==> config.mk <==
export PLATFORM = sky130hd
export DESIGN_NAME = uart_cmd_bridge
export DESIGN_NICKNAME = d
export VERILOG_FILES = /design/src/design/uart_cmd_pkg.sv /design/src/design/uart_cmd_bridge.sv /design/src/design/uart_cmd_ctrl.sv /design/src/design/uart_rx.sv /design/src/design/uart_tx.sv
export SDC_FILE = /design/constraint.sdc
export NUM_CORES = 1
export LEC_CHECK = 0
export ABC_AREA = 1
export BUFFER_PORTS_ARGS = -buffer_cell sky130_fd_sc_hd__clkbuf_2
export CAP_MARGIN = 0
export CELL_PAD_IN_SITES_DETAIL_PLACEMENT = 2
export CELL_PAD_IN_SITES_GLOBAL_PLACEMENT = 2
export CORE_UTILIZATION = 37
export DETAILED_ROUTE_END_ITERATION = 8
export PLACE_DENSITY_LB_ADDON = 0.1
export SYNTH_ARGS = -nofsm -noshare
export SYNTH_HDL_FRONTEND = slang
export SYNTH_HIERARCHICAL = 1
export SYNTH_SLANG_ARGS = --single-unit
export TNS_END_PERCENT = 1
==> constraint.sdc <==
create_clock -name clk -period 2.3 [get_ports clk]
set_input_delay 0.115 -clock clk [delete_from_list [all_inputs] [get_ports clk]]
set_output_delay 0.115 -clock clk [all_outputs]
set_load 0.02 [all_outputs]
==> src/design/uart_cmd_pkg.sv <==
`default_nettype none

package uart_cmd_pkg;

  localparam int CMD_WIDTH    = 16;
  localparam int DATA_WIDTH   = 8;
  localparam int CLKS_PER_BIT = 16;
  localparam int GAP_CYCLES   = 32;    // Idle cycles between write bytes.
  localparam int FRAME_BITS   = 11;    // Start, eight data, parity, stop.

  localparam int BAUD_W = $clog2(CLKS_PER_BIT);
  localparam int BIT_W  = $clog2(FRAME_BITS);
  localparam int GAP_W  = $clog2(GAP_CYCLES);

  localparam logic [2:0] ST_IDLE       = 3'd0;
  localparam logic [2:0] ST_SEND_ADDR  = 3'd1;
  localparam logic [2:0] ST_GAP        = 3'd2;
  localparam logic [2:0] ST_SEND_DATA  = 3'd3;
  localparam logic [2:0] ST_WAIT_REPLY = 3'd4;
  localparam logic [2:0] ST_PRESENT    = 3'd5;

  // Odd parity: the parity bit is the inverted XOR of the data bits, so
  // data plus parity always carry an odd number of ones.
  function automatic logic odd_parity(input logic [DATA_WIDTH-1:0] data);
    return ~^data;
  endfunction

  typedef struct packed {
    logic                              rw;    // Set for a write.
    logic [CMD_WIDTH-DATA_WIDTH-2:0]   addr;
    logic [DATA_WIDTH-1:0]             data;
  } cmd_wr_t;

  typedef struct packed {
    logic                              rw;    // Clear for a read.
    logic [CMD_WIDTH-DATA_WIDTH-2:0]   addr;
    logic [DATA_WIDTH-1:0]             spare;
  } cmd_rd_t;

  // Upper byte goes out first, so the remote side sees rw as its MSB.
  typedef union packed {
    cmd_wr_t wr;
    cmd_rd_t rd;
  } uart_cmd_t;

endpackage

`default_nettype wire

==> src/design/uart_cmd_bridge.sv <==
`default_nettype none
`timescale 1ns/1ns

module uart_cmd_bridge (
  input  wire                                  clk,
  input  wire                                  rst_n,
  input  wire  uart_cmd_pkg::uart_cmd_t        cmd_in,
  input  wire                                  cmd_vld,
  output logic                                 cmd_rdy,
  input  wire                                  rx,
  output logic                                 tx,
  output logic [uart_cmd_pkg::DATA_WIDTH-1:0]  read_data,
  output logic                                 read_vld,
  output logic                                 read_err
);

  import uart_cmd_pkg::*;

  logic [DATA_WIDTH-1:0] tx_byte;
  logic                  tx_req;
  logic                  tx_ack;
  logic [DATA_WIDTH-1:0] rx_byte;
  logic                  rx_bad;
  logic                  rx_req;
  logic                  rx_ack;

  uart_cmd_ctrl u_ctrl (
    .clk       (clk),
    .rst_n     (rst_n),
    .cmd_in    (cmd_in),
    .cmd_vld   (cmd_vld),
    .cmd_rdy   (cmd_rdy),
    .tx_byte   (tx_byte),
    .tx_req    (tx_req),
    .tx_ack    (tx_ack),
    .rx_byte   (rx_byte),
    .rx_bad    (rx_bad),
    .rx_req    (rx_req),
    .rx_ack    (rx_ack),
    .read_data (read_data),
    .read_vld  (read_vld),
    .read_err  (read_err)
  );

  uart_tx u_tx (
    .clk     (clk),
    .rst_n   (rst_n),
    .tx_byte (tx_byte),
    .tx_req  (tx_req),
    .tx_ack  (tx_ack),
    .tx      (tx)
  );

  uart_rx u_rx (
    .clk     (clk),
    .rst_n   (rst_n),
    .rx      (rx),
    .rx_byte (rx_byte),
    .rx_bad  (rx_bad),
    .rx_req  (rx_req),
    .rx_ack  (rx_ack)
  );

endmodule

`default_nettype wire

==> src/design/uart_cmd_ctrl.sv <==
`default_nettype none
`timescale 1ns/1ns

module uart_cmd_ctrl (
  input  wire                                  clk,
  input  wire                                  rst_n,
  input  wire  uart_cmd_pkg::uart_cmd_t        cmd_in,
  input  wire                                  cmd_vld,
  output logic                                 cmd_rdy,
  output logic [uart_cmd_pkg::DATA_WIDTH-1:0]  tx_byte,
  output logic                                 tx_req,
  input  wire                                  tx_ack,
  input  wire  [uart_cmd_pkg::DATA_WIDTH-1:0]  rx_byte,
  input  wire                                  rx_bad,
  input  wire                                  rx_req,
  output logic                                 rx_ack,
  output logic [uart_cmd_pkg::DATA_WIDTH-1:0]  read_data,
  output logic                                 read_vld,
  output logic                                 read_err
);

  import uart_cmd_pkg::*;

  logic [2:0]       state;
  uart_cmd_t        cmd_q;
  logic [GAP_W-1:0] gap_cnt;
  logic             accept;

  // cmd_rdy is only high in idle.
  assign accept = cmd_vld && cmd_rdy;

  always_ff @(posedge clk)
  begin
    if (accept)
    begin
      cmd_q <= cmd_in;
    end
  end

  // Address byte carries rw in its MSB; only writes send a second byte.
  assign tx_byte = (state == ST_SEND_DATA) ? cmd_q.wr.data
                                           : {cmd_q.rd.rw, cmd_q.rd.addr};

  always_ff @(posedge clk or negedge rst_n)
  begin
    if (!rst_n)
    begin
      state     <= ST_IDLE;
      cmd_rdy   <= 1'b1;
      tx_req    <= 1'b0;
      rx_ack    <= 1'b0;
      gap_cnt   <= '0;
      read_data <= '0;
      read_vld  <= 1'b0;
      read_err  <= 1'b0;
    end
    else
    begin
      read_vld <= 1'b0;

      // Every receiver frame is acknowledged; unsolicited ones are dropped.
      if (rx_req && !rx_ack)
      begin
        rx_ack <= 1'b1;
      end
      else if (!rx_req && rx_ack)
      begin
        rx_ack <= 1'b0;
      end

      case (state)
        ST_IDLE:
        begin
          if (accept)
          begin
            cmd_rdy <= 1'b0;
            tx_req  <= 1'b1;
            state   <= ST_SEND_ADDR;
          end
        end
        ST_SEND_ADDR:
        begin
          if (tx_ack)
          begin
            tx_req  <= 1'b0;
            gap_cnt <= '0;
            state   <= cmd_q.wr.rw ? ST_GAP : ST_WAIT_REPLY;
          end
        end
        ST_GAP:
        begin
          if (gap_cnt == GAP_W'(GAP_CYCLES - 1) && !tx_ack)
          begin
            tx_req <= 1'b1;
            state  <= ST_SEND_DATA;
          end
          else
          begin
            gap_cnt <= gap_cnt + 1'b1;
          end
        end
        ST_SEND_DATA:
        begin
          if (tx_ack)
          begin
            tx_req  <= 1'b0;
            cmd_rdy <= 1'b1;    // Write finished.
            state   <= ST_IDLE;
          end
        end
        ST_WAIT_REPLY:
        begin
          if (rx_req && !rx_ack)
          begin
            read_data <= rx_byte;
            read_err  <= rx_bad;
            state     <= ST_PRESENT;
          end
        end
        ST_PRESENT:
        begin
          read_vld <= 1'b1;
          cmd_rdy  <= 1'b1;
          state    <= ST_IDLE;
        end
        default:
        begin
          state <= ST_IDLE;
        end
      endcase
    end
  end

endmodule

`default_nettype wire

==> src/design/uart_rx.sv <==
`default_nettype none
`timescale 1ns/1ns

module uart_rx (
  input  wire                                  clk,
  input  wire                                  rst_n,
  input  wire                                  rx,
  output logic [uart_cmd_pkg::DATA_WIDTH-1:0]  rx_byte,
  output logic                                 rx_bad,
  output logic                                 rx_req,
  input  wire                                  rx_ack
);

  import uart_cmd_pkg::*;

  logic              rx_meta;
  logic              rx_sync;
  logic              rx_prev;
  logic              busy;
  logic [BAUD_W-1:0] baud_cnt;
  logic [BIT_W-1:0]  bit_idx;
  logic              par_bit;
  logic              start_edge;
  logic              mid_bit;
  logic              bit_end;

  assign start_edge = rx_prev & ~rx_sync;
  assign mid_bit    = busy && (baud_cnt == BAUD_W'(CLKS_PER_BIT / 2 - 1));
  assign bit_end    = (baud_cnt == BAUD_W'(CLKS_PER_BIT - 1));

  always_ff @(posedge clk or negedge rst_n)
  begin
    if (!rst_n)
    begin
      rx_meta <= 1'b1;
      rx_sync <= 1'b1;
      rx_prev <= 1'b1;
    end
    else
    begin
      rx_meta <= rx;
      rx_sync <= rx_meta;
      rx_prev <= rx_sync;
    end
  end

  always_ff @(posedge clk or negedge rst_n)
  begin
    if (!rst_n)
    begin
      busy     <= 1'b0;
      baud_cnt <= '0;
      bit_idx  <= '0;
      par_bit  <= 1'b0;
      rx_bad   <= 1'b0;
      rx_req   <= 1'b0;
    end
    else if (rx_req)
    begin
      if (rx_ack)
      begin
        rx_req <= 1'b0;    // Line ignored until here.
      end
    end
    else if (busy)
    begin
      baud_cnt <= bit_end ? '0 : baud_cnt + 1'b1;
      if (mid_bit)
      begin
        bit_idx <= bit_idx + 1'b1;
        if (bit_idx == '0 && rx_sync)
        begin
          busy <= 1'b0;    // Glitch, not a start bit.
        end
        else if (bit_idx == BIT_W'(DATA_WIDTH + 1))
        begin
          par_bit <= rx_sync;
        end
        else if (bit_idx == BIT_W'(FRAME_BITS - 1))
        begin
          busy   <= 1'b0;
          rx_req <= 1'b1;
          rx_bad <= (par_bit != odd_parity(rx_byte)) | ~rx_sync;
        end
      end
    end
    else if (start_edge)
    begin
      busy     <= 1'b1;
      baud_cnt <= '0;
      bit_idx  <= '0;
    end
  end

  // Data bits arrive LSB first.
  always_ff @(posedge clk)
  begin
    if (mid_bit && bit_idx >= BIT_W'(1) && bit_idx <= BIT_W'(DATA_WIDTH))
    begin
      rx_byte <= {rx_sync, rx_byte[DATA_WIDTH-1:1]};
    end
  end

endmodule

`default_nettype wire

==> src/design/uart_tx.sv <==
`default_nettype none
`timescale 1ns/1ns

module uart_tx (
  input  wire                                  clk,
  input  wire                                  rst_n,
  input  wire  [uart_cmd_pkg::DATA_WIDTH-1:0]  tx_byte,
  input  wire                                  tx_req,
  output logic                                 tx_ack,
  output logic                                 tx
);

  import uart_cmd_pkg::*;

  logic                  busy;
  logic [BAUD_W-1:0]     baud_cnt;
  logic [BIT_W-1:0]      bit_idx;
  logic [FRAME_BITS-1:0] shreg;
  logic                  bit_end;

  assign bit_end = (baud_cnt == BAUD_W'(CLKS_PER_BIT - 1));

  // Line follows the low end of the frame register.
  assign tx = shreg[0];

  always_ff @(posedge clk or negedge rst_n)
  begin
    if (!rst_n)
    begin
      busy     <= 1'b0;
      baud_cnt <= '0;
      bit_idx  <= '0;
      shreg    <= '1;    // Idle line is high.
      tx_ack   <= 1'b0;
    end
    else if (busy)
    begin
      if (bit_end)
      begin
        baud_cnt <= '0;
        shreg    <= {1'b1, shreg[FRAME_BITS-1:1]};
        if (bit_idx == BIT_W'(FRAME_BITS - 1))
        begin
          busy   <= 1'b0;    // Stop bit done.
          tx_ack <= 1'b1;
        end
        else
        begin
          bit_idx <= bit_idx + 1'b1;
        end
      end
      else
      begin
        baud_cnt <= baud_cnt + 1'b1;
      end
    end
    else if (tx_ack)
    begin
      if (!tx_req)
      begin
        tx_ack <= 1'b0;    // Closes the four-phase cycle.
      end
    end
    else if (tx_req)
    begin
      busy     <= 1'b1;
      baud_cnt <= '0;
      bit_idx  <= '0;
      shreg    <= {1'b1, odd_parity(tx_byte), tx_byte, 1'b0};
    end
  end

endmodule

`default_nettype wire

==> results.sh <==
export IMPL_outcome="finished clean"
export IMPL_grt_ovfl_total=0
export IMPL_swShare_pct=39.5
export IMPL_clkTransAtPathRegs_ns=0.08
export IMPL_worst_pin_slew_ns=0.623
export IMPL_die_h_um=106
export IMPL_hpwl_um=7140
export IMPL_power_density_nw_per_um2=1020
export IMPL_grt_max_degree=35
export IMPL_syn_to_final_growth_pct=17.1
export IMPL_avgSynthCellArea_um2=8.72
export IMPL_ir_worst_vdd_mv=0.509
export IMPL_pwr_share_seq_pct=45.8
export IMPL_fmax_mhz=526
export IMPL_syn_inst=456
export IMPL_finalCritPeriodShare_pct=82.6
export IMPL_placed_cell_area_um2=4310
export IMPL_synth_edf_count=24
export IMPL_cpPeakStageDelay_ns=0.46
export IMPL_port_buffers=31
export IMPL_synth_cell_type_count=37
export IMPL_n_antenna_cell=0
export IMPL_clkPwrFrac_pct=19.5
export IMPL_fin_cells=656
export IMPL_start_kind="flop"
export IMPL_ys_seq_area_share_pct=53.8
export IMPL_antenna_found_initial=0
export IMPL_setup_tns_ns=0
export IMPL_layout_nets=546
export IMPL_clockBufferDepth=2
export IMPL_dp_cells=622
export IMPL_critPathArrivalTime_ns=2.21
export IMPL_cts_htree_levels=3
export IMPL_cts_buffers=9
export IMPL_cp_cell_sequence="nand2_1, nor2_1, buf_4, nand2_1, nand2_1, inv_1, nand2_1, nand2_1, nand2_1, inv_1, nor2_1, nand2_1, nand3_1, nand2_1, inv_1"
export IMPL_fin_crit_ns=1.90
export IMPL_crit_fanout=8
export IMPL_regArea_um2=2140
export IMPL_p_switching_mw=1.88
export IMPL_hp_start="cmd_vld"
export IMPL_stdcell_area_um2=4650
export IMPL_slowest_stage="dfrtp_1"
export IMPL_fin_skew_ns=0.00920
export IMPL_fillCellCount=1161
export IMPL_ant_nets=0
export IMPL_multi_input_area_um2=1540
export IMPL_criticalPathCategory="reg2reg"
export IMPL_finalWirelength_um=9950
export IMPL_crit_required_ns=2.61
export IMPL_drt_first_iter_violations=94
export IMPL_hold_viol_final=0
export IMPL_pre_cts_slack_ns=0.349
export IMPL_hp_class="in2reg"
export IMPL_clk_insertion_delay_late_ns=0.37
export IMPL_coreArea_um2=10400
export IMPL_track_usage_pct=20.3
export IMPL_finalSetupViolCount=0
export IMPL_startpoint="u_ctrl/state[1]"
export IMPL_drc=0
export IMPL_cts_root_buf="clkbuf_8"
export IMPL_grt_pass1_vias=3570
export IMPL_synth_flop_cell="dfrtp_1"
export IMPL_postSynthNetCount=487
export IMPL_ys_warn_count=6
export IMPL_slew_headroom_pct=58.5
export IMPL_slew_viol_final=0
export IMPL_internal_power_mw=2.87
export IMPL_crit_top_cell="nand2_1"
export IMPL_rows=37
export IMPL_cts_tree="yes"
export IMPL_leakage_nw=2.33
export IMPL_worst_slack_ns=0.399
export IMPL_synth_seq_cells=80
export IMPL_num_io_pins=32
export IMPL_vias_per_cell=4.92
export IMPL_wl_per_cell_um=15.2
export IMPL_grt_setup_unrepaired="false"
export IMPL_grt_pass1_wl_um=17400
export IMPL_start_util_pct=38.3
export IMPL_vias=3229
export IMPL_p_total_mw=4.75
export IMPL_cap_violations=0
export IMPL_endpoint_kind="flop"
export IMPL_combPwrFrac_pct=34.8
export IMPL_async_flop_share_pct=70.0
export IMPL_cts_sinks=80
export IMPL_r2r_start="u_ctrl/state[1]"
export IMPL_place_congestion=0.795
export IMPL_die_w_um=106
export IMPL_drt_pass1_iter_count=4
export IMPL_synth_area_um2=3980
export IMPL_die_area_um2=11200
export IMPL_drive_gt1_share_pct=17.5
## layout by cell type, fill, tap and decap left out, types with 2 or more instances in the layout
cell type | synthesis | routed
nand4_1 | 3 | 3
clkbuf_1 | 0 | 5
edfxtp_1 | 24 | 24
nand2_2 | 2 | 2
dfstp_2 | 14 | 14
nor2_2 | 2 | 2
nand3_1 | 31 | 31
o21ai_1 | 2 | 2
dfrtp_1 | 42 | 41
a31oi_1 | 7 | 7
clkbuf_2 | 0 | 31
inv_1 | 64 | 64
or2_2 | 2 | 2
xor2_1 | 3 | 3
nand2_1 | 145 | 145
o21ai_0 | 29 | 29
inv_2 | 7 | 7
dlygate4sd3_1 | 0 | 18
nor2_1 | 27 | 27
ha_1 | 11 | 11
mux2_2 | 9 | 9
a21oi_1 | 6 | 6
buf_4 | 0 | 3
nor3_1 | 3 | 3
nand3_2 | 4 | 4
clkbuf_8 | 0 | 10
## routing by layer
metal,vias to the layer above,GRT usage [%],part of all wire (%)
met3,14,3.83,2.5
met5,-,0,0
met4,0,7.74,1.7
li1,1577,-,-
met2,42,36.6,52
met1,1596,23.6,44
## cell usage after synthesis (all sizes together), types with 7 or more instances
master  instances  area [um2]
nand2         148         568
inv            71         267
dfrtp          42        1050
nand3          36         213
o21ai          31         155
nor2           30         125
edfxtp         24         721
dfstp          14         368
ha             11         138
mux2            9         101
a21oi           7        46.3
a31oi           7        43.8
## power by group through the flow
| stage | combinational, mW | sequential [mW] | clock (mW) |
|---|---|---|---|
| after floorplan | 1.23 | 2.12 | 0 |
| after global placement | 1.55 | 2.17 | 0 |
| after detailed placement | 1.65 | 2.20 | 0 |
| after CTS | 1.69 | 2.18 | 0.961 |
| after global routing | 1.94 | 2.23 | 1.01 |
| final | 1.65 | 2.18 | 0.925 |
## state kept, by name, indices dropped and copies added, names as in the netlist, 3 cells and up
name,count
u_tx/shreg,10
u_tx/baud_cnt,4
u_ctrl/state,3
u_ctrl/gap_cnt,5
u_rx/baud_cnt,4
u_rx/rx_byte,8
u_ctrl/cmd_q,16
u_ctrl/read_data,8
u_rx/bit_idx,4
u_tx/bit_idx,4
## kinds of logic (layout without fill, tap and decap cells)
| kind of cell | count (synthesis) | in the layout | synth area share (%) |
|---|---|---|---|
| buffers and inverters | 76 | 140 | 7.49 |
| xor gates and xnor gates | 4 | 4 | 0.881 |
| DFF | 80 | 80 | 53.8 |
| muxes | 9 | 9 | 2.55 |
| adders and majority gates | 11 | 11 | 3.46 |
| and+or+nand+nor | 225 | 225 | 24.5 |
| AOI/OAI and AO/OA | 51 | 51 | 7.33 |
## path summary, 6_finish.rpt
path,endpoint,slack (ns),cells past startpoint
hold / removal,u_ctrl/cmd_rdy,0.27,4
min in group asynchronous,u_ctrl/read_data[3],0.29,2
setup reg to reg,u_tx/shreg[9],0.40,15
hold reg to reg,u_rx/rx_sync,0.38,0
setup / recovery,u_tx/shreg[9],0.40,15
max in group asynchronous,u_ctrl/cmd_rdy,1.33,3
## repair_timing
item                       in CTS  in global routing
buffers inserted                0                  0
gates resized for setup         0                  1
hold buffers                   18                  0
setup endpoints to repair       0                  1
hold endpoints to repair       34                  0
## metrics by stage
stage               util, %  hold WS [ns]
floorplan                 -        -0.181
global placement       41.6         0.162
detailed placement     41.6         0.160
CTS                    44.9         0.272
global route           44.9         0.313
finish                 44.9         0.273
## final cells by class
| cell class | instances | area share, % |
|---|---|---|
| Clock buffer | 15 | 3.36 |
| Clock inverter | 1 | 0.108 |
| Inverter | 71 | 5.73 |
| Multi-Input combinational cell | 300 | 33.0 |
| Sequential cell | 80 | 46.0 |
| Tap cell | 136 | 3.66 |
| Timing Repair Buffer | 53 | 8.12 |
## critical path: cells and delay by family, from the launching register on
| family | cells | cell delay (ns) |
|---|---|---|
| buffers and inverters | 4 | 0.38 |
| DFF | 1 | 0.46 |
| and+or+nand+nor | 11 | 1.02 |
(Power assumes the default switching activity.)
